$ cat src/verilog/soc_pkg.sv
package soc_pkg;

	// top address nibble, bits 31:28
	localparam logic [3:0] REGION_UART = 4'h1;
	localparam logic [3:0] REGION_CTRL = 4'h2;
	localparam logic [3:0] REGION_RAM = 4'h4;

	// read word for unmapped accesses
	localparam logic [31:0] BUS_ERR_DATA = 32'hdeadbeef;
	localparam logic [31:0] SOC_VERSION = 32'h0000_8000;

	// scratch ram sizing
	localparam int RAM_WORDS = 256;
	localparam int RAM_AW = 8;

	// uart byte fifo sizing
	localparam int FIFO_DEPTH = 8;
	localparam int FIFO_AW = 3;
	localparam int FIFO_LW = 4;

	// clocks per bit
	localparam logic [31:0] UART_DIV_RESET = 32'd16;
	localparam logic [31:0] UART_DIV_MIN = 32'd4;

	// control register offsets, address bits 4:2
	localparam logic [2:0] CTRL_LED = 3'd0;
	localparam logic [2:0] CTRL_VERSION = 3'd1;

endpackage

$ cat src/verilog/uart_fifo.sv
`timescale 1ns/10ps

module uart_fifo import soc_pkg::*; (
	input  logic               clk48m,
	input  logic               rst,
	input  logic               push,
	input  logic [7:0]         wdata,
	input  logic               pop,
	output logic [7:0]         rdata,
	output logic               full,
	output logic               empty,
	output logic [FIFO_LW-1:0] level
);

	logic [7:0] mem [FIFO_DEPTH];
	logic [FIFO_AW-1:0] wptr;
	logic [FIFO_AW-1:0] rptr;

	always_ff @(posedge clk48m) begin
		if (push) begin
			mem[wptr] <= wdata;
		end
	end

	always_ff @(posedge clk48m) begin
		if (rst) begin
			wptr <= '0;
			rptr <= '0;
			level <= '0;
		end else begin
			if (push) begin
				wptr <= wptr + 1'b1;
			end
			if (pop) begin
				rptr <= rptr + 1'b1;
			end
			// both at once keeps the level
			if (push && !pop) begin
				level <= level + 1'b1;
			end else if (pop && !push) begin
				level <= level - 1'b1;
			end
		end
	end

	// head byte, taken by the reader on pop
	assign rdata = mem[rptr];
	assign full = (level == FIFO_LW'(FIFO_DEPTH));
	assign empty = (level == '0);

	assert property (@(posedge clk48m) disable iff (rst) full |-> !push)
		else $error("push into full fifo");
	assert property (@(posedge clk48m) disable iff (rst) empty |-> !pop)
		else $error("pop from empty fifo");

endmodule

$ cat config.mk
export PLATFORM = sky130hd
export DESIGN_NAME = uart_fifo
export DESIGN_NICKNAME = d
export VERILOG_FILES = /design/src/verilog/soc_pkg.sv /design/src/verilog/uart_fifo.sv
export SDC_FILE = /design/constraint.sdc
export NUM_CORES = 1
export LEC_CHECK = 0
export BUFFER_PORTS_ARGS = -buffer_cell sky130_fd_sc_hd__clkbuf_2
export CELL_PAD_IN_SITES_DETAIL_PLACEMENT = 1
export CELL_PAD_IN_SITES_GLOBAL_PLACEMENT = 2
export CORE_MARGIN = 2
export CORE_UTILIZATION = 45
export CTS_CLUSTER_DIAMETER = 50
export DETAILED_ROUTE_END_ITERATION = 10
export PLACE_DENSITY_LB_ADDON = 0.1
export SLEW_MARGIN = 25
export SYNTH_ARGS = -nofsm -noshare
export SYNTH_HDL_FRONTEND = slang
export SYNTH_SLANG_ARGS = --single-unit
$ cat constraint.sdc
create_clock -name clk48m -period 1.8 [get_ports clk48m]
set_clock_uncertainty 0.05 [all_clocks]
set_input_delay 0.09 -clock clk48m [delete_from_list [all_inputs] [get_ports clk48m]]
set_output_delay 0.09 -clock clk48m [all_outputs]
set_load 0.01 [all_outputs]
==> summary.txt <==
Outcome
  • Status: complete, but fails checks
  • Failing checks: negative setup slack

STA
  • Fin crit share: 109%
  • Tmin final: 1.96 ns
  • Setup TNS Final: -1.12 ns
  • Final setup violating endpoints: 8
  • Worst hold slack: 0.0541 ns
  • Final slew viol count: 0
  • Slew @ Worst Pin: 0.556 ns
  • Worst setup margin: -0.160 ns
  • Final Hold Fails: 0
  • Max Clk Rate: 510 MHz
  • Setup repair after global routing missed its margin: true
  • Max_slew headroom: 62.9%

Final layout
  • Fill cell count: 623
  • N_diodes: 0
  • Final Util: 55.5%
  • Share of cells above drive strength 1: 38.6%
  • Final nets: 236
  • Layout area overhead: 20.7%

Clock network
  • H-tree levels: 3
  • Setup Fix Bufs, Post-CTS: 0
  • CTS buffer count: 9
  • TritonCTS clock tree: done
  • Skew-Pair Late Insertion Delay: 0.34 ns
  • Max Root-Sink Buffers: 2
  • CTS clock-pin slew for the worst setup and hold paths: 0.07 ns
  • CTS Sinks: 77
  • CTS Root Cell: clkbuf_8

Yosys
  • Mapped Nets: 180
  • Cells after synthesis: 162
  • Sequential area share after synthesis: 70.7%
  • Syn avg cell area: 19.1 sq um
  • Synth cell types: 27
  • FF+latch count, synth: 77
  • Synth warn: 0
  • Synthesized area: 0.00309 sq mm

Power
  • Worst VDD drop: 0.000541 V
  • Leakage: 1.34 nW
  • Pwr dens: 1050 mW/mm^2
  • Pwr Total: 3.92 mW

GRT
  • Number of global-route vias before repair: 1737
  • Largest net degree at the start of global routing: 17
  • Grt total ovfl: 0
  • Total track usage: 18.6%
  • Initial antenna violation count: 0
  • First-pass GRT wire length: 9890 um

Floorplanning
  • Initial Util: 46.0%
  • Die span in y: 86.8 um
  • Die X: 86.8 um
  • Die Area: 0.00754 sq mm
  • Core ar.: 0.00672 sq mm
  • Rows: 30
  • Num ports: 26

Route
  • Via density: 5.26
  • Drt total wl: 6150 um
  • First drt pass iteration count: 4
  • DR vias: 1595
  • DRT iter0 DRCs: 91
  • # DRC: 0
  • Antenna Nets Post-Route: 0
  • Routed WL per cell: 20.3 um

Critical path
  • Worst setup SP type: flip-flop
  • Worst endpoint required time: 1.66 ns
  • Critical path class: reg2out
  • Critical path fanouts, max: 8
  • CP endpoint kind: primary output
  • Arr. time, crit path: 1.82 ns

Min path
  • Hold Crit Class: in2reg

Placed design
  • Place WS: 0.0370 ns
  • HPWL after DPL: 3920 um
  • GPL Wtd Cong: 0.721
  • IO buf count: 25

Run
  • Number of max-cap violations: 0
==> state kept, by name, summed over array words and instances, names as in the netlist, named ones only <==
signal / flops
level: 4
mem: 64
rptr: 3
wptr: 3
==> power by group <==
group | switching [mW] | internal, mW
Combinational | 0.229 | 0.281
Sequential | 0.0547 | 1.99
Clock | 0.608 | 0.755
==> timing repair <==
item / 4_1_cts / 5_1_grt
resized for setup: 22 / 11
hold endpoints to repair: 57 / 0
gates cloned: 1 / 0
hold buffers: 8 / 0
endpoints found under the setup margin: 8 / 9
==> worst max-delay path, cell delays in order (launching register included) <==
cell,delay (ns)
dfxtp_4,0.40
buf_12,0.15
mux4_2,0.52
mux2_4,0.28
buf_6,0.12
==> area by class of cell <==
| class | count | area (sq um) | area share [%] |
|---|---|---|---|
| inverters | 2 | 7.51 | 0.201 |
| clock inverters | 3 | 43.8 | 1.17 |
| repair buffers | 52 | 412 | 11.0 |
| flip-flops and latches | 77 | 2190 | 58.6 |
| clock buffers | 13 | 169 | 4.53 |
| well taps | 80 | 100 | 2.69 |
| multi-input cells | 76 | 810 | 21.7 |
==> layer usage <==
| layer | GRT usage [%] | routed length (um) | vias to the layer above |
|---|---|---|---|
| met2 | 28.2 | 2940 | 31 |
| met4 | 9.38 | 135 | 0 |
| met1 | 25.8 | 2880 | 810 |
| met5 | 0 | 0 | - |
| met3 | 3.62 | 200 | 13 |
| li1 | - | - | 741 |
==> cells by family (layout without fill, tap and decap cells) <==
logic type	count (synthesis)	after routing	synth area share (%)
buf+inv	9	70	1.90
mux	28	28	17.7
xor+xnor	5	5	1.42
simple gates	32	32	4.66
compound gates	5	5	0.932
flops	77	77	70.7
fa+ha+maj	6	6	2.67
==> synthesized netlist by cell type <==
master     n  area share (%)
buf_6      1            0.36
buf_1      1            0.12
nand3_1    1            0.16
xor2_1     3            0.85
fa_1       1            0.65
dfxtp_1   13             8.4
ha_1       5             2.0
mux2i_1    3            0.97
nor4_1     1            0.20
nor2_1    18             2.2
edfxtp_1  64              62
nor3_1     2            0.32
a211oi_1   1            0.24
inv_1      2            0.24
mux4_2     1            0.73
nand2_1    4            0.49
xnor2_1    2            0.57
buf_2      1            0.16
a31oi_1    1            0.20
mux4_1    15              13
nand2b_1   4            0.81
a21oi_1    3            0.49
buf_12     1            0.65
nor2b_1    1            0.20
mux2_2     9             3.3
clkbuf_1   3            0.36
nor4b_1    1            0.28
==> through the flow <==
step	cell area [sq um]	cells
finish	3730	303
global route	3730	303
CTS	3690	303
detailed placement	3410	278
global placement	3410	278
floorplan	3090	162
==> placed cells by master, fill, tap and decap left out <==
cell type / instances
xnor2_1: 2
a211oi_1: 1
clkbuf_2: 20
nor2_1: 18
a21oi_2: 1
edfxtp_1: 64
ha_1: 5
clkinv_2: 1
dfxtp_4: 1
nand2b_1: 4
mux2_4: 4
bufinv_16: 1
mux4_2: 16
nor3_1: 2
mux2_2: 5
xor2_1: 3
nor2b_1: 1
inv_1: 2
nor4b_1: 1
mux2i_1: 3
a31oi_1: 1
dlygate4sd3_1: 8
dfxtp_1: 12
clkinv_4: 1
nor4_1: 1
a21oi_1: 2
buf_4: 17
buf_16: 1
buf_6: 5
clkbuf_1: 1
clkbuf_8: 12
fa_1: 1
nand3_1: 1
nand2_1: 4
buf_12: 1
==> path summary, 6_finish.rpt <==
kind,start,to,slack [ns],cells past startpoint
min reg2reg,wptr[0]$_SDFFE_PP0P_,wptr[0]$_SDFFE_PP0P_,0.48,2
min,rst,wptr[0]$_SDFFE_PP0P_,0.05,2
max,flip-flop,rdata[2],-0.16,4
max reg2reg,level[2]$_SDFFE_PP0P_,level[3]$_SDFFE_PP0P_,0.15,5
Note: power is estimated with default switching activity, not from simulation.
