==> config.mk <==
export PLATFORM = sky130hd
export DESIGN_NAME = ctrl_regs
export DESIGN_NICKNAME = d
export VERILOG_FILES = /design/src/verilog/soc_pkg.sv /design/src/verilog/ctrl_regs.sv
export SDC_FILE = /design/constraint.sdc
export NUM_CORES = 1
export LEC_CHECK = 0
export BUFFER_PORTS_ARGS = -buffer_cell sky130_fd_sc_hd__buf_2
export CORE_UTILIZATION = 31
export CTS_CLUSTER_DIAMETER = 150
export DETAILED_ROUTE_END_ITERATION = 8
export PLACE_DENSITY = 0.85
export SYNTH_ARGS = -nofsm -noshare
export SYNTH_HDL_FRONTEND = slang
export SYNTH_SLANG_ARGS = --single-unit
==> constraint.sdc <==
create_clock -name clk48m -period 2 [get_ports clk48m]
set_input_delay 0.4 -clock clk48m [delete_from_list [all_inputs] [get_ports clk48m]]
set_output_delay 0.4 -clock clk48m [all_outputs]
set_load 0.03 [all_outputs]
==> src/verilog/soc_pkg.sv <==
package soc_pkg;

	// top address nibble, bits 31:28
	localparam logic [3:0] REGION_UART = 4'h1;
	localparam logic [3:0] REGION_CTRL = 4'h2;
	localparam logic [3:0] REGION_RAM = 4'h4;

	// read word for unmapped accesses
	localparam logic [31:0] BUS_ERR_DATA = 32'hdeadbeef;
	localparam logic [31:0] SOC_VERSION = 32'h0000_8000;

	// scratch ram sizing
	localparam int RAM_WORDS = 256;
	localparam int RAM_AW = 8;

	// uart byte fifo sizing
	localparam int FIFO_DEPTH = 8;
	localparam int FIFO_AW = 3;
	localparam int FIFO_LW = 4;

	// clocks per bit
	localparam logic [31:0] UART_DIV_RESET = 32'd16;
	localparam logic [31:0] UART_DIV_MIN = 32'd4;

	// control register offsets, address bits 4:2
	localparam logic [2:0] CTRL_LED = 3'd0;
	localparam logic [2:0] CTRL_VERSION = 3'd1;

endpackage

==> src/verilog/ctrl_regs.sv <==
`timescale 1ns/10ps

module ctrl_regs import soc_pkg::*; (
	input  logic        clk48m,
	input  logic        rst,
	input  logic        sel_ctrl,
	input  logic [2:0]  offset,
	input  logic [3:0]  wstrb,
	input  logic [31:0] wdata,
	output logic [5:0]  led,
	output logic [31:0] rdata
);

	logic led_we;

	assign led_we = sel_ctrl && wstrb[0] && (offset == CTRL_LED);

	always_ff @(posedge clk48m) begin
		if (rst) begin
			led <= 6'd0;
		end else if (led_we) begin
			led <= wdata[5:0];
		end
	end

	// version word is read only
	always_comb begin
		case (offset)
			CTRL_LED:     rdata = {26'd0, led};
			CTRL_VERSION: rdata = SOC_VERSION;
			default:      rdata = 32'd0;
		endcase
	end

endmodule

==> results of run 1 <==
==> power groups by stage <==
stage / Combinational, mW / Clock (mW) / Sequential [mW]
global route: 0.103 / 0.124 / 0.122
global placement: 0.0944 / 0 / 0.125
detailed placement: 0.0955 / 0 / 0.125
finish: 0.0958 / 0.112 / 0.122
floorplan: 0.114 / 0 / 0.128
CTS: 0.0956 / 0.119 / 0.122
==> layout make-up <==
cell class	instances	share of cell area (%)
multi-input cells	52	50.9
repair buffers	25	21.4
flip-flops and latches	6	20.5
clock buffers	3	3.85
well taps	16	3.42
==> path summary, 6_finish.rpt <==
kind	end	slack, ns	cells after the start
worst max-delay path	rdata[0]	0.33	4
worst max register to register	led[4]$_SDFFE_PP0P_	1.40	2
worst min register to register	led[3]$_SDFFE_PP0P_	0.48	2
worst min-delay path	led[1]$_SDFFE_PP0P_	0.42	3
==> critical path, cell delays in order <==
cell    delay, ns
buf_2        0.11
nor3_2       0.37
and2_2       0.20
buf_2        0.18
==> metal layers <==
layer  routed length [µm]  track usage [%]  vias up
met5                    0                0        -
met4                    0                0        0
met3                   91             6.67        0
met1                  289             8.53      158
li1                     -                -      192
met2                  415             13.9       31
==> Yosys cell counts <==
master	instances	share of area, %
conb_1	1	0.71
nor3b_1	1	1.4
nor3_2	1	1.9
mux2i_1	6	11
clkbuf_1	1	0.71
buf_6	1	2.1
nand2b_1	12	14
dfxtp_1	6	23
buf_4	25	35
and2_2	6	8.5
and3_1	1	1.2
==> logic make-up (layout without fill, tap and decap cells) <==
group	count (synthesis)	after routing	share of synthesized area, %
buffers and inverters	27	28	38.2
other	1	25	0.707
muxes	6	6	11.3
DFF	6	6	22.6
and+or+nand+nor	21	21	27.1
==> flow_summary.toml, run 1 <==
[status]
outcome = "complete, but fails checks"
violations = "DRC"

[pwr]
power_mw = 0.330
leakagePower_nw = 0.329
irDropWorstVdd_uv = 309
p_switching_mw = 0.123
pwr-share-comb_pct = 29.0
power_density_nw_per_um2 = 564
internal-power_mw = 0.207
p_clk_share_pct = 33.9
p_sw_share_pct = 37.4
p_seq_share_pct = 37.0

[hold_path]
hold_class = "input pin to register"
hold_start = "wdata[1]"

[floorplan]
dieArea_um2 = 1880
dieHeight_um = 43.4
rows = 14
die_width_um = 43.4
ioPinCount = 80
core_area_um2 = 1560
initial_core_util_pct = 34.0

[final_layout]
ff_latch_area_um2 = 120
antenna_cells = 0
area.growth.synth_to_final_pct = 10.4
final_cell_count_no_fill = 102
final_cell_mix = "25 x conb_1, 25 x buf_2, 12 x nand2b_1"
final_util_pct = 37.6
nNetsFinal = 130
multiInputGateArea_um2 = 298
top_register = "led"
layout-drive-gt1-share_pct = 40.7
design_area_um2 = 586
fillers = 158
reg_top3 = "led x6"
largest_reg_flops = 6

[worst_setup_path]
critPathKind = "input pin to output pin"
cp-end-kind = "output pin"
start_kind = "input pin"
worst_ep_required_time_ns = 1.60
r2r-start = "led[4]$_SDFFE_PP0P_"
arrival_ns = 1.27
critPathMaxFanout = 7
critPathLaunch = "offset[1]"

[timing]
fin_tns_setup_ns = 0
period_needed_ns = 1.67
setup_violations = 0
fmax_mhz = 600
fin_skew_ns = 0
final.period_utilization_pct = 83.3
rsz0062_at_grt = "no"
slew_violations = 0
hold_slack_ns = 0.415
fin_ws_ns = 0.334
hold_viol = 0

[grt]
grt_pass1_vias = 261
grt_use_total_pct = 8.25
grt-ovfl-total = 0
grt_max_degree = 13
grt_pass1_wl_um = 1090
antenna_found_initial = 0

[clocking]
post_cts_buffers = 0
clk_pin_slew_ns = 0.05
cts.path.max_buffers = 2
cts_tree = "done"
cts_resized = 0
h-tree-depth = 1
clock_latency_ns = 0.24
cts_made_buffers = 3
clock-root-buffer = "clkbuf_4"
clock_sinks = 6
cts_hold_buf = 0

[route]
viasPerCell = 3.74
vias = 381
drt-initial-drc-count = 18
drc = 10
wl_um = 797
wl_per_cell_um = 7.81
ant_nets = 0
dr.pass1.iters = 6

[synth]
netlist_area_um2 = 531
synth_cells = 61
synth_warnings = 0
synth-seq-area-share_pct = 22.6
ys_ff_latch = 6
synthDistinctLibCells = 11
syn_avg_cell_area_um2 = 8.70

[placement]
dpl_worst_slack_ns = 0.311
numPortBuffers = 25
dpl_cell_area_um2 = 563
gp_congestion = 0.572
placedCellCount = 99
place_hpwl_um = 673

[flow_run]
cap_viol_max_count = 0
Note: power is estimated with default switching activity, not from simulation.
==> inputs of run 2 (changes only) <==
- CORE_UTILIZATION: 31 -> 28
- PLACE_DENSITY: 0.85 -> 0.78
- clock period: 2 -> 1.7 ns (I/O delays scaled with it)
==> flow_summary.toml, run 2 (synthesized netlist as in run 1, its figures left out) <==
[clocking]
cts.path.max_buffers = 2
clk_pin_slew_ns = 0.04
h-tree-depth = 1
post_cts_buffers = 0
clock_sinks = 6
clock-root-buffer = "clkbuf_4"
cts_tree = "done"
cts_resized = 0
cts_hold_buf = 0
cts_made_buffers = 3
clock_latency_ns = 0.24

[worst_setup_path]
critPathKind = "input pin to output pin"
cp-end-kind = "output pin"
worst_ep_required_time_ns = 1.36
critPathMaxFanout = 7
r2r_cells = 2
start_kind = "input pin"
arrival_ns = 1.17

[pwr]
p_seq_share_pct = 37.3
p_clk_share_pct = 33.5
leakagePower_nw = 0.329
irDropWorstVdd_uv = 337
p_sw_share_pct = 37.0
internal-power_mw = 0.243
pwr-share-comb_pct = 29.1
power_density_nw_per_um2 = 647
p_switching_mw = 0.143

[final_layout]
final_cell_mix = "25 x conb_1, 25 x buf_2, 12 x nand2b_1"
reg_top3 = "led x6"
area.growth.synth_to_final_pct = 12.5
design_area_um2 = 597
fillers = 200
antenna_cells = 0
top_register = "led"
layout-drive-gt1-share_pct = 40.7
largest_reg_flops = 6
nNetsFinal = 130

[route]
wl_um = 866
drt-initial-drc-count = 3
ant_nets = 0
vias = 393
drc = 0
dr.pass1.iters = 4
wl_per_cell_um = 7.80
viasPerCell = 3.54

[timing]
slew_violations = 0
hold_viol = 0
fin_skew_ns = 0
fmax_mhz = 662
fin_tns_setup_ns = 0
rsz0062_at_grt = "no"
final.period_utilization_pct = 88.9
period_needed_ns = 1.51
setup_violations = 0

[floorplan]
dieArea_um2 = 2070
ioPinCount = 80
dieHeight_um = 45.5
rows = 15
die_width_um = 45.5
core_area_um2 = 1750
initial_core_util_pct = 30.4

[placement]
numPortBuffers = 25
place_hpwl_um = 738
dpl_cell_area_um2 = 574
gp_congestion = 0.573

[hold_path]
hold_class = "input pin to register"
holdPathStages = 3

[grt]
grt_pass1_wl_um = 1250
antenna_found_initial = 0
grt-ovfl-total = 0
grt_use_total_pct = 8.93
grt_max_degree = 13
grt_pass1_vias = 327

[flow_run]
cap_viol_max_count = 0

[status]
outcome = "finished, final reports clean"
[run 2: cell counts in the layout (fill, tap and decap cells not counted)]
Identical to the previous run, type by type.
[run 2: power groups by stage]
stage	logic [mW]	registers, mW	clock network (mW)
2_1_floorplan	0.134	0.150	0
3_3_place_gp	0.111	0.147	0
3_5_place_dp	0.113	0.147	0
4_1_cts	0.113	0.144	0.137
5_1_grt	0.122	0.144	0.146
6_report	0.113	0.144	0.130
[run 2: layout make-up]
cell class	count	area [µm²]	share of cell area (%)
Clock buffer	3	22.5	3.77
Multi-Input combinational cell	52	298	49.9
Sequential cell	6	120	20.1
Tap cell	25	31.3	5.24
Timing Repair Buffer	25	125	21.0
[run 2: critical path, cell delays in order]
cell and delay [ns]:
buf_2 0.11, nor3_2 0.34, and2_2 0.20, buf_2 0.19
[run 2: final timing paths]
path | from | to | slack [ns]
worst max-delay path | offset[1] | rdata[5] | 0.19
worst min-delay path | wdata[2] | led[2]$_SDFFE_PP0P_ | 0.36
worst min register to register | led[1]$_SDFFE_PP0P_ | led[1]$_SDFFE_PP0P_ | 0.47
worst max register to register | led[5]$_SDFFE_PP0P_ | led[5]$_SDFFE_PP0P_ | 1.11
[run 2: routing by layer]
metal | share of wire [%] | global-route usage, %
met1 | 33 | 7.66
met2 | 54 | 16.9
met3 | 13 | 5.95
met4 | 0 | 1.82
met5 | 0 | 0
[run 2: per-stage QoR]
stage	total power [mW]	std cells	hold slack [ns]	utilization, %	setup WS [ns]
2_1_floorplan	0.285	85	0.495	-	0.284
6_report	0.386	111	0.357	34.2	0.189
5_1_grt	0.412	111	0.361	34.2	0.0817
4_1_cts	0.394	111	0.352	34.2	0.144
3_3_place_gp	0.257	108	0.465	32.9	0.163
3_5_place_dp	0.259	108	0.473	32.9	0.116
==> inputs of run 3 (changes only) <==
- ABC_AREA: not set -> 1
- CORE_UTILIZATION: 28 -> 29
==> flow_summary.toml, run 3 <==
[synth]
synthDistinctLibCells = 12
ys_top_cells_by_area = "buf_4 34%, dfxtp_1 22%, inv_1 13%"
synthSimpleGateAreaFrac_pct = 29.2
synth_largest_area_cell = "buf_4"
async_flop_share_pct = 0
synth_top_area_share_pct = 33.9
netlist_area_um2 = 553
synth_cells = 88
synth_compound_area_share_pct = 0
synth_adder_area_share_pct = 0
synth-seq-area-share_pct = 21.7
synth_edf_count = 0
synth_xor_area_share_pct = 0
synthMuxAreaShare_pct = 0
ys_ff_latch = 6
syn_avg_cell_area_um2 = 6.28
synth_warnings = 0
synth_common_cells = "25 x buf_4, 19 x inv_1, 14 x nand2_1"
synth_top_family_by_area = "buffers and inverters"
ys.flop_type = "dfxtp_1"
yosysMostFrequentCell = "buf_4"

[route]
wl_um = 926
viasPerCell = 3.54
ant_nets = 0
dr.pass1.iters = 4
wl_per_cell_um = 6.57
drc = 0
vias = 499
drt-initial-drc-count = 1

[worst_setup_path]
r2r_cells = 4
path_common_cell = "buf_2"
crit_family = "simple AND/OR/NAND/NOR gates"
crit_slowest_cell = "buf_2"
r2r_end = "led[4]$_SDFFE_PP0P_"
start_kind = "input pin"
cp.depth = 5
cp-end-kind = "output pin"
crit_chain = "buf_2 > nor2_4 > nand2_1 > nor2_1 > buf_2"
critPathMaxFanout = 8
r2r_slack_ns = 1.08
cp-endpoint = "rdata[5]"
max_stage_delay_ns = 0.20
critPathLaunch = "offset[1]"
arrival_ns = 1.17
critPathKind = "input pin to output pin"
worst_ep_required_time_ns = 1.36
crit_buf_inv = 2
r2r-start = "led[4]$_SDFFE_PP0P_"

[timing]
rsz0062_at_grt = "no"
final.period_utilization_pct = 89.0
fin_ws_ns = 0.188
fin_skew_ns = 0
hold_viol = 0
slew_violations = 0
fin_tns_setup_ns = 0
fmax_mhz = 661
setup_violations = 0
period_needed_ns = 1.51
hold_slack_ns = 0.411

[placement]
dpl_worst_slack_ns = 0.171
numPortBuffers = 25
place_hpwl_um = 803
placedCellCount = 138
gp_congestion = 0.781

[status]
outcome = "finished, final reports clean"

[final_layout]
reg_top3 = "led x6"
largest_reg_flops = 6
fillers = 202
top_register = "led"
final_cell_mix = "25 x conb_1, 25 x buf_2, 19 x inv_1"
nNetsFinal = 160
final_cell_count_no_fill = 141
area.growth.synth_to_final_pct = 16.1
antenna_cells = 0
layout-drive-gt1-share_pct = 27.6

[flow_run]
cap_viol_max_count = 0

[clocking]
clock-root-buffer = "clkbuf_4"
clock_sinks = 6
clk_pin_slew_ns = 0.04
cts_tree = "done"
cts.path.max_buffers = 2
h-tree-depth = 1
post_cts_buffers = 0
cts_hold_buf = 0
clock_latency_ns = 0.24
cts_resized = 0
cts_made_buffers = 3

[grt]
grt_use_total_pct = 10.1
antenna_found_initial = 0
grt_pass1_wl_um = 1390
grt_max_degree = 9
grt-ovfl-total = 0
grt_pass1_vias = 374

[floorplan]
dieHeight_um = 45.7
rows = 15
initial_core_util_pct = 31.3
ioPinCount = 80
dieArea_um2 = 2090
die_width_um = 45.7
core_area_um2 = 1760

[hold_path]
hold_class = "input pin to register"

[pwr]
power_density_nw_per_um2 = 632
leakagePower_nw = 0.411
irDropWorstVdd_uv = 209
power_mw = 0.406
## run 3: cell count changes after synthesis, sizes merged
cell | previous run | this run
mux2i | 6 | 0
nand3 | 0 | 1
buf | 26 | 25
and2 | 6 | 0
nand2b | 12 | 0
nor3b | 1 | 0
nor2 | 0 | 13
clkbuf | 1 | 0
inv | 0 | 19
clkinv | 0 | 2
nand4 | 0 | 6
and3 | 1 | 0
nand2 | 0 | 14
## run 3: cells by family after synthesis
kind of cell           after synthesis
buffers and inverters               46
flip-flops                           6
other                                1
AND/OR/NAND/NOR                     35
## run 3: final cells by class
| cell class | count | area, µm² | area share (%) |
|---|---|---|---|
| Tap cell | 25 | 31.3 | 4.87 |
| Inverter | 21 | 80.1 | 12.5 |
| Multi-Input combinational cell | 60 | 255 | 39.8 |
| Timing Repair Buffer | 26 | 133 | 20.7 |
| Clock buffer | 3 | 22.5 | 3.51 |
| Sequential cell | 6 | 120 | 18.7 |
## run 3: power breakdown
group	switching [mW]	total, mW	internal (mW)
Combinational	0.110	0.134	0.0234
Sequential	0.00132	0.146	0.144
Clock	0.0467	0.126	0.0795
## run 3: routing by layer
layer,GRT usage [%],share of wire (%)
met5,0,0
met4,5.45,0
met3,6.35,9.4
met2,16.0,47
met1,10.0,43
## run 3: metrics by stage
stage / cell area, µm² / util, %
3_3_place_gp: 619 / 35.1
5_1_grt: 642 / 36.4
4_1_cts: 642 / 36.4
3_5_place_dp: 619 / 35.1
6_report: 642 / 36.4
2_1_floorplan: 643 / -
## run 3: worst register-to-register path, stage by stage, from the launching register on
cell,delay (ns)
dfxtp_1,0.32
inv_1,0.05
nand2_1,0.06
inv_1,0.04
nor2_1,0.10
## run 3: worst min-delay path by stage
stage,endpoint,depth (start not counted),start,slack (ns)
6_report,led[0]$_SDFFE_PP0P_,4,rst,0.41
5_1_grt,led[4]$_SDFFE_PP0P_,4,rst,0.42
4_1_cts,led[5]$_SDFFE_PP0P_,4,rst,0.40
3_5_place_dp,led[5]$_SDFFE_PP0P_,4,led[5]$_SDFFE_PP0P_,0.52
3_3_place_gp,led[3]$_SDFFE_PP0P_,4,led[3]$_SDFFE_PP0P_,0.52
2_1_floorplan,led[0]$_SDFFE_PP0P_,3,rst,0.54
