File: src/verilog/soc_pkg.sv
package soc_pkg;

	// top address nibble, bits 31:28
	localparam logic [3:0] REGION_UART = 4'h1;
	localparam logic [3:0] REGION_CTRL = 4'h2;
	localparam logic [3:0] REGION_RAM = 4'h4;

	// read word for unmapped accesses
	localparam logic [31:0] BUS_ERR_DATA = 32'hdeadbeef;
	localparam logic [31:0] SOC_VERSION = 32'h0000_8000;

	// scratch ram sizing
	localparam int RAM_WORDS = 256;
	localparam int RAM_AW = 8;

	// uart byte fifo sizing
	localparam int FIFO_DEPTH = 8;
	localparam int FIFO_AW = 3;
	localparam int FIFO_LW = 4;

	// clocks per bit
	localparam logic [31:0] UART_DIV_RESET = 32'd16;
	localparam logic [31:0] UART_DIV_MIN = 32'd4;

	// control register offsets, address bits 4:2
	localparam logic [2:0] CTRL_LED = 3'd0;
	localparam logic [2:0] CTRL_VERSION = 3'd1;

endpackage

File: src/verilog/bus_decoder.sv
`timescale 1ns/10ps

module bus_decoder import soc_pkg::*; (
	input  logic               clk48m,
	input  logic               rst,
	input  logic               mem_valid,
	input  logic [31:0]        mem_addr,
	input  logic [3:0]         mem_wstrb,
	input  logic [7:0]         mem_wdata,
	input  logic               ram_ready,
	input  logic [31:0]        ram_rdata,
	input  logic [31:0]        ctrl_rdata,
	input  logic               fifo_full,
	input  logic [FIFO_LW-1:0] fifo_level,
	input  logic [31:0]        div_rdata,
	output logic               sel_ram,
	output logic               sel_ctrl,
	output logic               sel_uart_div,
	output logic               fifo_push,
	output logic [7:0]         fifo_wdata,
	output logic               mem_ready,
	output logic [31:0]        mem_rdata,
	output logic               irq
);

	logic sel_uart_dat;
	logic bus_err;
	logic is_read;
	logic dat_wait;

	always_comb begin
		sel_ram = 1'b0;
		sel_ctrl = 1'b0;
		sel_uart_dat = 1'b0;
		sel_uart_div = 1'b0;
		bus_err = 1'b0;
		mem_rdata = BUS_ERR_DATA;
		case (mem_addr[31:28])
			REGION_RAM: begin
				sel_ram = mem_valid;
				mem_rdata = ram_rdata;
			end
			REGION_UART: begin
				// bit 2 picks data or divider register
				if (!mem_addr[2]) begin
					sel_uart_dat = mem_valid;
					mem_rdata = {{(32 - FIFO_LW){1'b0}}, fifo_level};
				end else begin
					sel_uart_div = mem_valid;
					mem_rdata = div_rdata;
				end
			end
			REGION_CTRL: begin
				sel_ctrl = mem_valid;
				mem_rdata = ctrl_rdata;
			end
			default: begin
				// unmapped, finish at once and flag it
				bus_err = mem_valid;
			end
		endcase
	end

	assign is_read = (mem_wstrb == 4'b0000);
	// writes to the data register wait for fifo room
	assign dat_wait = fifo_full && !is_read;

	assign fifo_push = sel_uart_dat && mem_wstrb[0] && !fifo_full;
	assign fifo_wdata = mem_wdata;

	assign mem_ready = ram_ready || sel_ctrl || sel_uart_div ||
		(sel_uart_dat && !dat_wait) || bus_err;

	// one cycle pulse after each bus error
	always_ff @(posedge clk48m) begin
		if (rst) begin
			irq <= 1'b0;
		end else begin
			irq <= bus_err;
		end
	end

	// ram must not answer a request that is not there
	assert property (@(posedge clk48m) disable iff (rst) ram_ready |-> sel_ram)
		else $error("ram_ready without sel_ram");

endmodule

File: config.mk
export PLATFORM = sky130hd
export DESIGN_NAME = bus_decoder
export DESIGN_NICKNAME = d
export VERILOG_FILES = /design/src/verilog/soc_pkg.sv /design/src/verilog/bus_decoder.sv
export SDC_FILE = /design/constraint.sdc
export NUM_CORES = 1
export LEC_CHECK = 0
export ABC_AREA = 1
export ABC_CLOCK_PERIOD_IN_PS = 1000
export BUFFER_PORTS_ARGS = -buffer_cell sky130_fd_sc_hd__clkbuf_2
export CAP_MARGIN = 20
export CORE_AREA = 4 4 74 76
export DETAILED_ROUTE_END_ITERATION = 8
export DIE_AREA = 0 0 78 80
export PLACE_DENSITY = 0.73
export SLEW_MARGIN = 20
export SYNTH_ARGS = -nofsm -noshare
export SYNTH_HDL_FRONTEND = slang
export SYNTH_SLANG_ARGS = --single-unit
export TNS_END_PERCENT = 10
File: constraint.sdc
create_clock -name clk48m -period 1 [get_ports clk48m]
set_clock_uncertainty 0.1 [all_clocks]
set_input_delay 0.1 -clock clk48m [delete_from_list [all_inputs] [get_ports clk48m]]
set_output_delay 0.1 -clock clk48m [all_outputs]
set_load 0.01 [all_outputs]
==> flow_summary.ini, run 1 <==
[critical_path]
crit_family = simple AND/OR/NAND/NOR gates
end_kind = output port
worst-setup-path-type = input port to output port
path_cells = clkbuf_8 > nor2_4 > nand2_4 > nand3_4 > clkbuf_16 > nand4_1 > clkbuf_2
worst-path-buf-inv = 3
cp_data_arrival_time_ns = 1.08
critPathMaxStageDelay_ns = 0.18
cp-start-kind = input port
critPathSlowestCell = clkbuf_16
critPathRequiredTime_ns = 0.80
crit_fanout = 8

[final_layout]
regMostFlops = irq
largest_registers = irq: 1 flops
diodes = 0
register_area_sq_um = 20.0
fill_cells = 492
multi_input_area_sq_um = 930
final-instance-count-excl-fill = 419
area_growth_pct = 99.9
fin_nets = 503
drive_gt1_frac = 0.548
largest_register_ffs = 1

[synth]
ys_ff_latch = 1
synth_warnings = 0
yosysTopAreaCellShare = 0.345
yosysSeqAreaShare = 0.0187
yosys-top-cells-area = nand3_1 35%, nand4_1 26%, nand2_1 12%, buf_4 5.6%, clkbuf_1 4.2%
yosysTopAreaCell = nand3_1
netlist_area_sq_um = 1070
synth_cells = 206
syn_nets = 355
syn_area_per_cell_sq_um = 5.21
synth_cell_types = 15

[sta]
setup_ws_ns = -0.277
setup_viol = 38
fmax_ghz = 0.783
rsz0062_at_grt = true
drv_slew = 0
fin_crit_sh = 1.28
relSlewSlack = 0.837
tightest_slew_ns = 0.244
period_minus_slack_ns = 1.28
finalHoldViolCount = 0

[hold_path]
min_to = fifo_wdata[0]
hold_path_startpoint = mem_wdata[0]
hold_path_class = input port to output port
hold_depth = 0

[die]
die_h_um = 80
die_w_um = 78
dieArea_sq_um = 6240
num_io_pins = 195
rows = 25
core_area_sq_um = 4720
start_util = 0.227

[power_and_ir_drop]
irDropWorstVdd_uv = 133
p_leak_nw = 1.07
power_density_nw_per_um2 = 402

[routing]
first_iter_violations = 129
routed_wl_mm = 6.30
firstDrtPassIters = 4
routed_via_density = 5.16
drc_errors = 0
vias = 2160
drtAntennaViolNets = 0
wl_per_cell_um = 15.0

[global_routing]
grt_use_met1 = 0.186
first_global_vias = 2087
gr-max-usage-layer = met2
grt.total_usage = 0.176
grt_overflow = 0
met2_usage = 0.360
grt_max_degree = 31
grt_antenna_before_repair = 0
grt_first_pass_wirelength_mm = 9.28
use_met3 = 0.0293

[outcome]
violations = setup timing
outcome = finished, violations left

[place]
dp.cells = 415
portBuffers = 151
gp_congestion = 0.868
pre_cts_ws_ns = -0.367
dpl.hpwl_mm = 4.75

[cts]
cts_hold_buf = 0

[flow_run]
max-cap-violations = 0
-- worst max-delay path by stage --
stage                               end  slack, ns  cells after the start    startpoint
after floorplan               fifo_push      -0.03                      6   mem_addr[2]
after global placement     mem_rdata[1]      -0.33                      8  mem_addr[28]
after detailed placement  mem_rdata[23]      -0.37                      8  mem_addr[28]
after CTS                  mem_rdata[6]      -0.25                      6  mem_addr[30]
after global routing      mem_rdata[10]      -0.35                      7  mem_addr[30]
final                     mem_rdata[23]      -0.28                      7  mem_addr[30]
-- routing by layer --
layer,wire (um),up-vias
met5,0,-
met4,114,0
met3,502,16
met2,3370,126
met1,2310,976
li1,-,1042
-- per-stage QoR --
step            util  setup TNS, ns  hold WS [ns]  area, sq um  power (mW)
6_report       0.454          -8.24         0.100         2140       0.862
5_1_grt        0.454         -11.36         0.100         2140       0.935
4_1_cts        0.427          -7.79         0.100         2020       0.798
3_5_place_dp   0.415         -12.06         0.100         1960       0.772
3_3_place_gp   0.415         -10.59         0.100         1960       0.758
2_1_floorplan      -         -0.767        0.0724         1090       0.374
-- kinds of logic after synthesis --
logic type | synth area share
buffers and inverters | 0.180
flip-flops | 0.0187
AND/OR/NAND/NOR | 0.802
-- synth_stat cells --
master,count
nand2_2,1
inv_2,3
nor2_1,10
buf_2,7
nand3_1,74
nand3_2,1
buf_4,8
inv_1,5
nand2_1,33
nor2_4,1
dfxtp_1,1
clkbuf_1,12
nand4_1,45
nor2_2,3
buf_6,2
-- layout by cell type (no fill, tap or decap) --
cell type and instances:
clkbuf_2 142, nand3_1 72, nand4_1 45, nand2_1 31, buf_4 13, buf_6 8
nor2_4 7, inv_1 5, nor2_1 5, buf_12 4, inv_2 3, buf_2 3
nand2_2 2, nor2_2 2, nand3_2 2, clkbuf_16 2, nand2_4 1, nand3_4 1
clkbuf_4 1, clkbuf_8 1, buf_8 1, dfxtp_1 1
-- power by group --
| group | total (mW) | internal, mW | switching, mW |
|---|---|---|---|
| combinational | 0.818 | 0.401 | 0.418 |
| clock | 0 | 0 | 0 |
| sequential | 0.0438 | 0.0432 | 0.000593 |
-- cell type report --
class / count / share of cell area
Timing Repair Buffer: 175 / 0.504
Multi-Input combinational cell: 168 / 0.434
Tap cell: 67 / 0.0391
Inverter: 8 / 0.0140
Sequential cell: 1 / 0.00934
-- timing repair --
item,in CTS,in global routing
cloned,0,2
buffers inserted,0,2
setup endpoints to repair,38,38
resized for setup,13,22
pin swaps,2,7
No activity file was read; power rests on OpenSTA's default activity.
==> run 2, diff against run 1 <==
Settings changed: BUFFER_PORTS_ARGS -buffer_cell sky130_fd_sc_hd__clkbuf_2 to -buffer_cell sky130_fd_sc_hd__buf_2.
==> flow_summary.ini, run 2 (synthesized netlist as in run 1, its figures left out) <==
[outcome]
outcome = finished, violations left
violations = setup timing

[global_routing]
gr-max-usage-layer = met2
grt_max_degree = 29
met2_usage = 0.345
use_met3 = 0.0248
grt_use_met1 = 0.195
grt_first_pass_wirelength_mm = 9.16
first_global_vias = 2030
grt_antenna_before_repair = 0
grt.total_usage = 0.172
grt_overflow = 0

[hold_path]
hold_path_class = input port to output port

[power_and_ir_drop]
clkPwrFrac = 0
irDropWorstVdd_uv = 135
swShare = 0.480
power_density_nw_per_um2 = 394
switching_power_mw = 0.404
p_int_mw = 0.438
p_seq_frac = 0.052
p_leak_nw = 1.03
p_comb_frac = 0.948
power_mw = 0.841

[final_layout]
regMostFlops = irq
register_area_sq_um = 20.0
final_cell_mix = 146 x buf_2, 73 x nand3_1, 45 x nand4_1
fill_cells = 493
area_growth_pct = 99.1
largest_registers = irq: 1 flops
drive_gt1_frac = 0.544
fin_util = 0.452
largest_register_ffs = 1
diodes = 0
fin_nets = 504
multi_input_area_sq_um = 927
layout_commonest_cell = buf_2

[place]
portBuffers = 151
dpl.hpwl_mm = 4.70
pre_cts_ws_ns = -0.316
gp_congestion = 0.861

[routing]
routed_wl_mm = 5.88
routed_via_density = 4.92
vias = 2068
first_iter_violations = 118
drc_errors = 0
wl_per_cell_um = 14.0
drtAntennaViolNets = 0
firstDrtPassIters = 4

[die]
start_util = 0.227
num_io_pins = 195
core_area_sq_um = 4720
die_w_um = 78
rows = 25
die_h_um = 80
dieArea_sq_um = 6240

[sta]
tightest_slew_ns = 0.216
period_minus_slack_ns = 1.28
setup_ws_ns = -0.284
finalHoldViolCount = 0
setup_viol = 37
drv_slew = 0
relSlewSlack = 0.856
tns_ns = -7.96
fmax_ghz = 0.779
rsz0062_at_grt = true
fin_crit_sh = 1.28

[critical_path]
end_kind = output port
critPathRequiredTime_ns = 0.80
cp-start-kind = input port
crit_fanout = 8
worst-setup-path-type = input port to output port
cp_data_arrival_time_ns = 1.08

[cts]
post-cts-setup-buffers = 0
cts_hold_buf = 0

[flow_run]
max-cap-violations = 0
==> run 2: changes by cell type in the layout (fill, tap and decap cells not counted), moves of 2 or more <==
cell	change
buf_2	+143
clkbuf_2	-142
buf_4	+2
nand3_2	-2
nor2_1	+2
nor2_2	-2
==> run 2: timing repair <==
action	CTS	global route
pin swaps	2	5
gates resized for setup	17	14
endpoints found under the hold margin	0	0
cloned	0	1
setup endpoints to repair	38	38
==> run 2: worst paths after layout <==
kind | from | endpoint | cells past startpoint
hold / removal | mem_wdata[0] | fifo_wdata[0] | 0
setup / recovery | mem_addr[31] | mem_rdata[0] | 7
==> run 2: area by class of cell <==
| class | instances | share of cell area |
|---|---|---|
| multi-input combinational | 168 | 0.434 |
| inverter | 8 | 0.0141 |
| timing repair buffer | 176 | 0.503 |
| tap | 67 | 0.0393 |
| sequential | 1 | 0.00938 |
==> run 2: per-layer routing <==
layer / wire [um] / share of wire
met5: 0 / 0
met4: 51 / 0.0087
met3: 499 / 0.085
met2: 3110 / 0.53
met1: 2230 / 0.38
==> run 2: worst max-delay path, stage by stage <==
cell       delay [ns]
buf_8            0.11
nor2_4           0.21
nand2_2          0.12
nand3_4          0.14
clkbuf_16        0.17
nand4_1          0.08
buf_2            0.16
==> run 2: stage by stage <==
stage | cells | hold slack [ns] | area, sq um
6_report | 420 | 0.100 | 2130
5_1_grt | 420 | 0.100 | 2130
4_1_cts | 419 | 0.100 | 2060
3_5_place_dp | 419 | 0.100 | 1990
3_3_place_gp | 419 | 0.100 | 1990
2_1_floorplan | 206 | 0.0724 | 1090
==> run 2: power by group through the flow <==
stage | sequential, mW | clock [mW] | combinational [mW]
after floorplan | 0.0451 | 0 | 0.329
after global placement | 0.0436 | 0 | 0.722
after detailed placement | 0.0436 | 0 | 0.731
after CTS | 0.0437 | 0 | 0.761
after global routing | 0.0439 | 0 | 0.873
final | 0.0437 | 0 | 0.798
==> run 3, diff against run 2 <==
Settings changed: ABC_AREA 1 to unset, PLACE_DENSITY 0.73 to 0.72.
==> flow_summary.ini, run 3 <==
[routing]
drtAntennaViolNets = 0
first_iter_violations = 32
routed_wl_mm = 5.12
wl_per_cell_um = 15.0
vias = 1645
routed_via_density = 4.81
firstDrtPassIters = 3
drc_errors = 0

[place]
portBuffers = 151
gp_congestion = 0.742
pre_cts_ws_ns = -0.698
dpl.hpwl_mm = 3.87

[sta]
drv_slew = 0
relSlewSlack = 0.589
fmax_ghz = 0.672
rsz0062_at_grt = true
fin_crit_sh = 1.49
setup_viol = 38
setup_ws_ns = -0.489
period_minus_slack_ns = 1.49
finalHoldViolCount = 0
tightest_slew_ns = 0.615

[final_layout]
fill_cells = 488
register_area_sq_um = 20.0
largest_register_ffs = 1
layout_commonest_cell = buf_2
final_cell_mix = 148 x buf_2, 20 x a221o_1, 19 x a22o_1
diodes = 0
area_growth_pct = 90.5
largest_registers = irq: 1 flops
multi_input_area_sq_um = 901
fin_util = 0.426
regMostFlops = irq
drive_gt1_frac = 0.669
fin_nets = 426

[global_routing]
grt_first_pass_wirelength_mm = 6.93
first_global_vias = 1527
grt_antenna_before_repair = 0
grt_max_degree = 26
grt.total_usage = 0.132
grt_overflow = 0

[synth]
synth-async-reset-ratio = 0
synth_edf_count = 0
yosysTopAreaCell = a221o_1
yosysMostFrequentCell = a221o_1
synthTopCellsByCount = 20 x a221o_1, 19 x a22o_1, 9 x nand2_1
yosys-top-cells-area = a221o_1 19%, a22o_1 16%, buf_6 7.5%, a22oi_1 5.7%, buf_4 5.7%
synth_cell_types = 29
ys_ff_latch = 1
netlist_area_sq_um = 1060
synth_warnings = 0
syn_area_per_cell_sq_um = 7.94
yosysTopAreaCellShare = 0.190
syn_nets = 282
yosysSeqAreaShare = 0.0190
synth_flop_cell = dfxtp_1
synth_cells = 133

[die]
start_util = 0.224
rows = 25
die_h_um = 80
core_area_sq_um = 4720
num_io_pins = 195
die_w_um = 78
dieArea_sq_um = 6240

[critical_path]
crit_fanout = 5
cp_data_arrival_time_ns = 1.29
end_kind = output port
critPathMaxStageDelay_ns = 0.29
critPathSlowestCell = nor4b_4
cp-start-kind = input port
path_cells = buf_6 > buf_8 > nor4b_4 > and2_4 > clkbuf_16 > a221o_1 > buf_2
critPathRequiredTime_ns = 0.80
worst-setup-path-type = input port to output port

[power_and_ir_drop]
swShare = 0.419
power_density_nw_per_um2 = 406
p_int_mw = 0.475
clkPwrFrac = 0
switching_power_mw = 0.343
irDropWorstVdd_uv = 200
p_comb_frac = 0.946
power_mw = 0.817
p_seq_frac = 0.054
p_leak_nw = 1.10

[flow_run]
max-cap-violations = 0

[outcome]
outcome = finished, violations left
violations = setup timing

[hold_path]
hold_path_class = input port to output port
[run 3: power groups by stage]
stage                     Clock (mW)  Sequential (mW)  Combinational [mW]
after floorplan                    0           0.0450               0.412
after global placement             0           0.0444               0.711
after detailed placement           0           0.0441               0.720
after CTS                          0           0.0441               0.744
after global routing               0           0.0442               0.843
final                              0           0.0440               0.773
[run 3: path summary, 6_finish.rpt]
path                startpoint            end  depth (start not counted)  slack (ns)
setup / recovery  mem_addr[29]  mem_rdata[16]                          7       -0.49
hold / removal    mem_wdata[2]  fifo_wdata[2]                          0        0.10
[run 3: timing repair]
item                                    in CTS  in global routing
endpoints found under the setup margin      38                 38
hold buffers                                 0                  0
gates resized for setup                      9                 12
gates cloned                                 1                  3
setup buffers                                0                  3
pin swaps                                    3                 28
[run 3: kinds of logic after synthesis]
logic type,after synthesis,synth area share
AOI/OAI and AO/OA,61,0.518
and+or+nand+nor,37,0.226
buffers and inverters,29,0.191
muxes,4,0.0379
DFF,1,0.0190
xor gates and xnor gates,1,0.00830
[run 3: per-layer routing]
layer  track usage  vias to the layer above  wire, um
met1         0.148                      715      2010
li1              -                      822         -
met2         0.271                      106      2550
met5             0                        -         0
met3        0.0237                        2       534
met4       0.00524                        0        19
[run 3: critical path, delay by kind of cell]
kind / cells / cell delay (ns)
compound gates: 1 / 0.13
buf+inv: 4 / 0.50
simple gates: 2 / 0.55
[run 3: area by class of cell]
class,instances,share of cell area
inverters,2,0.00373
multi-input cells,104,0.448
flip-flops and latches,1,0.00995
well taps,67,0.0417
repair buffers,168,0.497
[run 3: stage by stage]
stage	area [sq um]	std cells	TNS [ns]	hold WS [ns]
2_1_floorplan	1080	133	-10.29	0.164
6_report	2010	342	-15.46	0.100
3_3_place_gp	1830	335	-19.85	0.100
5_1_grt	2010	342	-17.33	0.100
4_1_cts	1880	336	-15.80	0.100
3_5_place_dp	1830	335	-20.68	0.100
