==> config.mk <==
export PLATFORM = sky130hd
export DESIGN_NAME = uart_tx
export DESIGN_NICKNAME = d
export VERILOG_FILES = /design/src/verilog/soc_pkg.sv /design/src/verilog/uart_tx.sv
export SDC_FILE = /design/constraint.sdc
export NUM_CORES = 1
export LEC_CHECK = 0
export BUFFER_PORTS_ARGS = -buffer_cell sky130_fd_sc_hd__buf_4
export CAP_MARGIN = 20
export CORE_UTILIZATION = 35
export CTS_CLUSTER_SIZE = 12
export DETAILED_ROUTE_END_ITERATION = 6
export PLACE_DENSITY = 0.58
export SLEW_MARGIN = 20
export SYNTH_ARGS = -nofsm -noshare
export SYNTH_HDL_FRONTEND = slang
export SYNTH_SLANG_ARGS = --single-unit
export TNS_END_PERCENT = 10
==> constraint.sdc <==
create_clock -name clk48m -period 6.1 [get_ports clk48m]
set_input_delay 1.525 -clock clk48m [delete_from_list [all_inputs] [get_ports clk48m]]
set_output_delay 1.525 -clock clk48m [all_outputs]
set_load 0.03 [all_outputs]
==> src/verilog/soc_pkg.sv <==
package soc_pkg;

	// top address nibble, bits 31:28
	localparam logic [3:0] REGION_UART = 4'h1;
	localparam logic [3:0] REGION_CTRL = 4'h2;
	localparam logic [3:0] REGION_RAM = 4'h4;

	// read word for unmapped accesses
	localparam logic [31:0] BUS_ERR_DATA = 32'hdeadbeef;
	localparam logic [31:0] SOC_VERSION = 32'h0000_8000;

	// scratch ram sizing
	localparam int RAM_WORDS = 256;
	localparam int RAM_AW = 8;

	// uart byte fifo sizing
	localparam int FIFO_DEPTH = 8;
	localparam int FIFO_AW = 3;
	localparam int FIFO_LW = 4;

	// clocks per bit
	localparam logic [31:0] UART_DIV_RESET = 32'd16;
	localparam logic [31:0] UART_DIV_MIN = 32'd4;

	// control register offsets, address bits 4:2
	localparam logic [2:0] CTRL_LED = 3'd0;
	localparam logic [2:0] CTRL_VERSION = 3'd1;

endpackage

==> src/verilog/uart_tx.sv <==
`timescale 1ns/10ps

module uart_tx import soc_pkg::*; (
	input  logic        clk48m,
	input  logic        rst,
	input  logic        sel_uart_div,
	input  logic [3:0]  wstrb,
	input  logic [31:0] wdata,
	input  logic [7:0]  fifo_rdata,
	input  logic        fifo_empty,
	output logic        fifo_pop,
	output logic [31:0] div_rdata,
	output logic        txd
);

	logic [31:0] div;
	logic [31:0] cyc_cnt;
	logic [3:0] bit_cnt;
	// data bits then stop bit shifted out lsb first
	logic [8:0] shreg;

	always_ff @(posedge clk48m) begin
		if (rst) begin
			div <= UART_DIV_RESET;
		end else if (sel_uart_div && (|wstrb)) begin
			div <= (wdata < UART_DIV_MIN) ? UART_DIV_MIN : wdata;
		end
	end

	assign div_rdata = div;

	// idle when no bits left
	assign fifo_pop = (bit_cnt == 4'd0) && !fifo_empty;

	always_ff @(posedge clk48m) begin
		if (rst) begin
			bit_cnt <= 4'd0;
			cyc_cnt <= 32'd0;
			shreg <= '1;
			txd <= 1'b1;
		end else if (fifo_pop) begin
			// start bit goes out now
			txd <= 1'b0;
			shreg <= {1'b1, fifo_rdata};
			bit_cnt <= 4'd10;
			cyc_cnt <= div - 1'b1;
		end else if (bit_cnt != 4'd0) begin
			if (cyc_cnt == 32'd0) begin
				txd <= shreg[0];
				shreg <= {1'b1, shreg[8:1]};
				bit_cnt <= bit_cnt - 1'b1;
				cyc_cnt <= div - 1'b1;
			end else begin
				cyc_cnt <= cyc_cnt - 1'b1;
			end
		end
	end

	// line idles high between frames
	assert property (@(posedge clk48m) disable iff (rst) (bit_cnt == 4'd0) |-> txd)
		else $error("uart line not idle between frames");

endmodule
==> flow_summary.ini, run 1 <==
[outcome]
status = complete, no violations

[yosys]
ys_seq_area_share_pct = 34.4
syn_area_sq_um = 4480
yosys_warnings = 0
synth_seq_cells = 77
synthFlopType = dfxtp_1
synth_edf_count = 0
yosys.cell_types.count = 63
async_flop_share_pct = 0
synth_nets = 636
synth_area_per_cell_sq_um = 7.68
syn_inst = 584

[clock_tree]
clockBufferDepth = 2
post_cts.repair.setup_buffers = 0
ctsRootBufferMaster = clkbuf_16
cts.repair.resized = 0
clock_sinks = 77
cts_tree = yes
clkTransAtPathRegs_ns = 0.06
insertion_delay_ns = 0.34
h-tree-depth = 3
ctsHoldBuffers = 0
cts_made_buffers = 9

[route]
vias_per_cell = 5.68
drt_iter0_drc = 331
drt_wl_total_um = 14100
drc = 0
ant_nets = 0
routedWlPerCell_um = 17.2
dr.pass1.iters = 7
vias = 4637

[timing]
tns_ns = 0
setup_slack_ns = 2.41
rsz0062_at_grt = false
hold_ws_ns = 0.442
final_hold_viol_count = 0
setup_viol = 0
max_freq_ghz = 0.271
slew_violations = 0
worstMarginPinSlew_ns = 1.07
finalCritPeriodShare_pct = 60.5
skew_ns = 0.00724
relSlewSlack_pct = 28.7
period_needed_ns = 3.69

[worst_hold_path]
hold_class = flop to flop

[cells_and_area]
layout.nets = 696
syn_to_final_growth_pct = 23.4
n_antenna_cell = 0
layout_commonest_cell = nand2_1
final_cell_area_sq_um = 5540
layout_common_cells = nand2_1 (105), buf_4 (88), dfxtp_1 (77), a21oi_1 (52), nor2_1 (35)
fin_cells = 817
final_core_util_pct = 45.1
drive_above_1_share_pct = 18.2

[placed_design]
dp_worst_setup_slack_ns = 2.39
io_buffers = 81
place_hpwl_um = 9710
place_congestion = 0.824
dp_cells = 800
dpl_cell_area_sq_um = 5180

[die]
io_pins = 82
coreArea_sq_um = 12300
die_area_sq_um = 13300
die_width_um = 115
start_util_pct = 36.6
fp.dieH_um = 115
rows = 40

[worst_setup_path]
path_buf_inv = 3
critPathLaunchType = input pin
critPathMaxFanout = 7
critical_path.slowest_cell = nand2b_1
cpMostUsedCell = buf_4
cp.required_ns = 4.58
path_cells = buf_4 > nand2b_1 > clkinv_1 > buf_4
timing_worst_setup_path_type = input pin to output port
crit_family = buffers and inverters
worstPathArrival_ns = 2.17
endpoint_kind = output port
cpPeakStageDelay_ns = 0.24

[global_routing]
track_usage_pct = 22.3
grt_first_pass_wirelength_um = 23100
antenna_found_initial = 0
globalRouteOverflowTotal = 0
grt_pass1_vias = 4417
grt_max_degree = 68

[power_and_ir_drop]
cellLeakagePower_nw = 2.16
power_mw = 2.34
p_per_area_nw_per_um2 = 423
peakVddDrop_mv = 0.150

[run]
maxCapViolations = 0
==> Yosys cell counts (3+ instances only) <==
| cell | n | share of area (%) |
|---|---|---|
| o21ai_0 | 25 | 2.8 |
| and4_1 | 3 | 0.59 |
| clkbuf_1 | 25 | 2.1 |
| a2bb2oi_1 | 3 | 0.59 |
| nor3_1 | 27 | 3.0 |
| xnor2_1 | 13 | 2.5 |
| nor2_1 | 35 | 2.9 |
| a31oi_1 | 6 | 0.84 |
| nand3_1 | 18 | 2.0 |
| ha_1 | 4 | 1.1 |
| dfxtp_1 | 77 | 34 |
| a32o_1 | 7 | 1.6 |
| buf_2 | 9 | 1.0 |
| and3_1 | 5 | 0.70 |
| xor2_1 | 14 | 2.7 |
| or3_1 | 7 | 0.98 |
| nor2b_1 | 5 | 0.70 |
| o32ai_1 | 8 | 1.6 |
| nor4_1 | 22 | 3.1 |
| nand2b_1 | 3 | 0.42 |
| a311oi_1 | 3 | 0.59 |
| nor3b_1 | 5 | 0.84 |
| a2111oi_2 | 3 | 1.0 |
| or4_1 | 9 | 1.5 |
| a21oi_1 | 52 | 5.8 |
| nand2_1 | 105 | 8.8 |
| and2_1 | 3 | 0.42 |
| mux2i_1 | 6 | 1.3 |
| nand4_1 | 7 | 0.98 |
| o211ai_1 | 3 | 0.50 |
| inv_1 | 16 | 1.3 |
| nand4b_1 | 3 | 0.59 |
| a211oi_1 | 3 | 0.50 |
| nand3b_1 | 5 | 0.84 |
| a221oi_1 | 6 | 1.2 |
==> path summary, 6_finish.rpt <==
path	startpoint	endpoint	slack, ns	cells after the start
worst max-delay path	fifo_empty	fifo_pop	2.41	4
worst min-delay path	shreg[4]	shreg[4]	0.44	2
worst max register to register	cyc_cnt[0]	bit_cnt[3]	2.49	9
worst min register to register	shreg[4]	shreg[4]	0.44	2
==> routing by layer <==
metal / global-route usage (%) / up-vias / wire length [um]
li1: - / 2252 / -
met1: 30.2 / 2182 / 6420
met2: 36.1 / 184 / 6450
met3: 2.95 / 19 / 969
met4: 8.31 / 0 / 218
met5: 0 / - / 0
==> power breakdown <==
group | leakage, nW | switching [mW] | internal (mW) | total, mW
combinational | 1.36 | 0.651 | 0.362 | 1.01
sequential | 0.633 | 0.101 | 0.600 | 0.701
clock | 0.167 | 0.215 | 0.411 | 0.626
total | 2.16 | 0.967 | 1.37 | 2.34
==> tightest hold or removal path: stages (launching register included) <==
cell	delay [ns]
dfxtp_1	0.31
nand2_1	0.05
nand2_1	0.04
==> registers in the layout, summed over array words and instances (netlist names) <==
| name | cells |
|---|---|
| bit_cnt | 4 |
| shreg | 8 |
| txd | 1 |
| div_rdata | 32 |
| cyc_cnt | 32 |
==> area by class of cell <==
cell class / count / area [sq um]
clock buffer: 12 / 246
clock inverter: 4 / 95.1
fill: 1211 / 6730
inverter: 17 / 63.8
multi-input combinational: 450 / 2700
sequential: 77 / 1540
tap: 168 / 210
timing repair buffer: 89 / 676
==> cells by family (layout without fill, tap and decap cells) <==
kind of cell,after synthesis,count (layout),synth area share [%]
and+or+nand+nor,273,273,31.6
AOI/OAI and AO/OA,140,140,20.7
DFF,77,77,34.4
buffers and inverters,57,122,5.52
xor gates and xnor gates,27,27,5.27
muxes,6,6,1.34
adders and majority gates,4,4,1.12
Power figures use the tool's default switching activity.
==> run 2: changes to the inputs <==
Clock period 6.1 ns to 3.49 ns, I/O delays scaled along.
==> run 2 against run 1 <==
Compared with the run above: sequential share of layout area down 0.19 points; wire length up 0.61%; worst hold slack better by 0.011 ns; power up 75%; core utilization up 0.31 points; final cell count up 0.73%; clock-buffer cell count down 2; critical endpoint is now cyc_cnt[6].
==> flow_summary.ini, run 2 (synthesized netlist as in run 1, its figures left out) <==
[timing]
worstMarginPinSlew_ns = 1.03
slew_violations = 0
final_hold_viol_count = 0
rsz0062_at_grt = false
setup_viol = 0
period_needed_ns = 3.05
relSlewSlack_pct = 31.2
tns_ns = 0
skew_ns = 0.00596
finalCritPeriodShare_pct = 87.3
max_freq_ghz = 0.328

[clock_tree]
post_cts.repair.setup_buffers = 0
ctsRootBufferMaster = clkbuf_16
cts_made_buffers = 9
h-tree-depth = 3
insertion_delay_ns = 0.34
clkTransAtPathRegs_ns = 0.06
cts.repair.resized = 0
clockBufferDepth = 2
cts_tree = yes
ctsHoldBuffers = 0
clock_sinks = 77

[route]
vias_per_cell = 5.64
dr.pass1.iters = 5
drt_iter0_drc = 315
drt_wl_total_um = 14100
ant_nets = 0
routedWlPerCell_um = 17.2
drc = 0
vias = 4643

[worst_setup_path]
critPathMaxFanout = 30
r2r_cells = 6
critPathLaunchType = flop
endpoint_kind = flop
worstPathArrival_ns = 3.27
timing_worst_setup_path_type = flop to flop
cp.required_ns = 3.72

[power_and_ir_drop]
peakVddDrop_mv = 0.255
p_per_area_nw_per_um2 = 736
cellLeakagePower_nw = 2.18

[die]
start_util_pct = 36.6
io_pins = 82
coreArea_sq_um = 12300
die_width_um = 115
rows = 40
die_area_sq_um = 13300
fp.dieH_um = 115

[worst_hold_path]
hold_class = flop to flop
hold_path_depth = 2

[placed_design]
dpl_cell_area_sq_um = 5230
dp_cells = 807
place_hpwl_um = 10200
io_buffers = 81
place_congestion = 0.921

[cells_and_area]
final_cell_area_sq_um = 5570
layout.nets = 702
fin_cells = 823
drive_above_1_share_pct = 19.2
n_antenna_cell = 0
layout_commonest_cell = nand2_1
syn_to_final_growth_pct = 24.3
layout_common_cells = nand2_1 (105), buf_4 (95), dfxtp_1 (77), a21oi_1 (52), nor2_1 (35)

[global_routing]
antenna_found_initial = 0
track_usage_pct = 22.2
globalRouteOverflowTotal = 0
grt_first_pass_wirelength_um = 22800
grt_pass1_vias = 4369
grt_max_degree = 42

[run]
maxCapViolations = 0

[outcome]
status = complete, no violations
-- run 2: changes by cell type in the layout (fill, tap and decap cells not counted), sizes merged --
cell      change
clkinv        +1
clkinvlp      +1
buf           +6
clkbuf        -2
-- run 2: worst paths after layout --
kind              start         end  slack, ns
max reg2reg  cyc_cnt[6]  cyc_cnt[6]       0.44
min reg2reg    shreg[3]    shreg[3]       0.45
min            shreg[3]    shreg[3]       0.45
max          cyc_cnt[6]  cyc_cnt[6]       0.44
-- run 2: layout make-up --
cell class,count,area (sq um)
fillers,1232,6690
repair buffers,95,713
multi-input cells,450,2700
flip-flops and latches,77,1540
well taps,168,210
clock buffers,10,229
inverters,17,63.8
clock inverters,6,111
-- run 2: per-layer routing --
| metal | GRT usage [%] | vias to the layer above | wire length (um) |
|---|---|---|---|
| met4 | 8.48 | 0 | 261 |
| li1 | - | 2277 | - |
| met1 | 30.5 | 2146 | 6560 |
| met3 | 3.69 | 20 | 938 |
| met5 | 0 | - | 0 |
| met2 | 34.7 | 200 | 6390 |
-- run 2: where the power goes --
part           internal (mW)  switching, mW
Combinational          0.646           1.15
Sequential              1.05          0.176
Clock                  0.699          0.378
-- run 2: per-stage QoR --
| step | hold slack [ns] | total power [mW] | setup slack (ns) | utilization, % |
|---|---|---|---|---|
| finish | 0.453 | 4.10 | 0.443 | 45.4 |
| detailed placement | 0.439 | 3.00 | 0.546 | 42.7 |
| CTS | 0.451 | 4.09 | 0.528 | 45.4 |
| global route | 0.470 | 4.34 | 0.272 | 45.4 |
| floorplan | 0.422 | 2.53 | 0.636 | - |
| global placement | 0.432 | 2.98 | 0.666 | 42.7 |
-- run 2: worst max-delay path: stages (launching register included) --
cell and delay [ns]:
dfxtp_1 0.37, nor4_1 0.58, nand3_1 0.29, nor4_4 0.50, or2_2 0.62, o22ai_1 0.20, a2111oi_2 0.37
==> run 3: changes to the inputs <==
Settings changed: PLACE_DENSITY 0.58 to unset.
==> run 3 against run 2 <==
Compared with the run above: sequential share of layout area is 0.081 points higher; core utilization is 0.13 points lower; first-iteration DRC count is 8.6% lower; critical path type unchanged; critical path depth is 1 higher; critical endpoint is now cyc_cnt[21]; fmax is 2.7% higher; power is 1.9% lower; clock-buffer cell count stayed put; global-route usage hardly changed; worst hold slack worse by 0.0076 ns; flip-flop and latch count stayed put; register-to-register slack better by 0.08 ns.
==> flow_summary.ini, run 3 (synthesized netlist as in run 1, its figures left out) <==
[worst_hold_path]
min_from = shreg[1]
hold_class = flop to flop

[die]
rows = 40
io_pins = 82
start_util_pct = 36.6
fp.dieH_um = 115
die_width_um = 115
die_area_sq_um = 13300
coreArea_sq_um = 12300

[placed_design]
place_hpwl_um = 10200
place_congestion = 0.879
io_buffers = 81

[power_and_ir_drop]
p_per_area_nw_per_um2 = 724
p_sw_share_pct = 41.8
p_switching_mw = 1.68
clockPowerShare_pct = 25.3
cellLeakagePower_nw = 2.18
peakVddDrop_mv = 0.263
internal-power_mw = 2.34
power_mw = 4.02
p_comb_share_pct = 44.2
pwr-share-seq_pct = 30.5

[worst_setup_path]
critical_path.slowest_cell = nor4_1
cp-startpoint = cyc_cnt[6]
cpMostUsedCell = nand3_1
path_cells = nor4_1 > nand3_1 > nor4_4 > buf_4 > or2_2 > nand3_1 > a32o_1
worstReg2RegStart = cyc_cnt[6]
cpPeakStageDelay_ns = 0.64
critPathLaunchType = flop
endpoint_kind = flop
critPathMaxFanout = 30
cp.required_ns = 3.71
worstPathArrival_ns = 3.18
timing_worst_setup_path_type = flop to flop

[route]
drt_wl_total_um = 14100
ant_nets = 0
routedWlPerCell_um = 17.1
dr.pass1.iters = 5
vias_per_cell = 5.66
drt_iter0_drc = 288
drc = 0
vias = 4657

[clock_tree]
clock_sinks = 77
cts_tree = yes
cts.repair.resized = 0
clockBufferDepth = 2
h-tree-depth = 3
ctsRootBufferMaster = clkbuf_16
clkTransAtPathRegs_ns = 0.06
cts_made_buffers = 9
insertion_delay_ns = 0.33
ctsHoldBuffers = 0
post_cts.repair.setup_buffers = 0

[timing]
slew_violations = 0
period_needed_ns = 2.97
setup_viol = 0
skew_ns = 0.00673
final_hold_viol_count = 0
max_freq_ghz = 0.337
relSlewSlack_pct = 27.1
rsz0062_at_grt = false
finalCritPeriodShare_pct = 85.0
worstMarginPinSlew_ns = 1.09
tns_ns = 0

[outcome]
status = complete, no violations

[cells_and_area]
register_area_sq_um = 1540
layout_common_cells = nand2_1 (105), buf_4 (95), dfxtp_1 (77), a21oi_1 (52), nor2_1 (35)
multi_input_comb_area_sq_um = 2700
layout.nets = 702
fillCellCount = 1233
drive_above_1_share_pct = 19.2
layout_commonest_cell = nand2_1
n_antenna_cell = 0
syn_to_final_growth_pct = 23.9

[global_routing]
track_usage_pct = 22.2
grt_max_degree = 46
grt_pass1_vias = 4535
grt_first_pass_wirelength_um = 23100
antenna_found_initial = 0
globalRouteOverflowTotal = 0

[run]
maxCapViolations = 0
## run 3: cell types whose count changed in the layout (fill, tap and decap cells not counted)
cell	previous run	this run
bufinv_16	3	2
clkbuf_1	1	0
clkbuf_8	0	1
clkinv_2	1	2
o41a_1	0	1
o41a_2	1	0
## run 3: worst paths after layout
kind                 endpoint  slack [ns]  cells past startpoint
setup / recovery  cyc_cnt[21]        0.52                      7
hold / removal       shreg[1]        0.45                      2
setup reg to reg  cyc_cnt[21]        0.52                      7
hold reg to reg      shreg[1]        0.45                      2
## run 3: layout make-up
cell class | count | area share, %
clock buffer | 10 | 4.30
multi-input combinational | 450 | 48.6
inverter | 17 | 1.15
clock inverter | 6 | 1.55
sequential | 77 | 27.7
tap | 168 | 3.78
timing repair buffer | 95 | 12.8
## run 3: power groups by stage
stage	clock network, mW	logic, mW	registers (mW)
after floorplan	0	1.29	1.24
after global placement	0	1.74	1.23
after detailed placement	0	1.75	1.24
after CTS	1.04	1.76	1.22
after global routing	1.08	1.95	1.25
final	1.02	1.78	1.23
## run 3: critical path, delay by kind of cell (launching register included)
kind / cells / cell delay [ns]
AOI/OAI and AO/OA: 1 / 0.32
buffers and inverters: 1 / 0.20
DFF: 1 / 0.36
and+or+nand+nor: 5 / 1.96
## run 3: routing by layer
metal | routed length, um | global-route usage [%]
met1 | 6460 | 29.2
met5 | 0 | 0
met4 | 125 | 6.75
met3 | 842 | 4.22
met2 | 6680 | 36.7
## run 3: stage by stage
| step | cells | hold WS, ns | setup slack (ns) | cell area (sq um) | utilization (%) |
|---|---|---|---|---|---|
| 2_1_floorplan | 584 | 0.422 | 0.636 | 4480 | - |
| 3_3_place_gp | 807 | 0.430 | 0.634 | 5230 | 42.7 |
| 3_5_place_dp | 807 | 0.436 | 0.565 | 5230 | 42.7 |
| 4_1_cts | 823 | 0.447 | 0.561 | 5560 | 45.3 |
| 5_1_grt | 823 | 0.465 | 0.271 | 5560 | 45.3 |
| 6_report | 823 | 0.445 | 0.524 | 5560 | 45.3 |
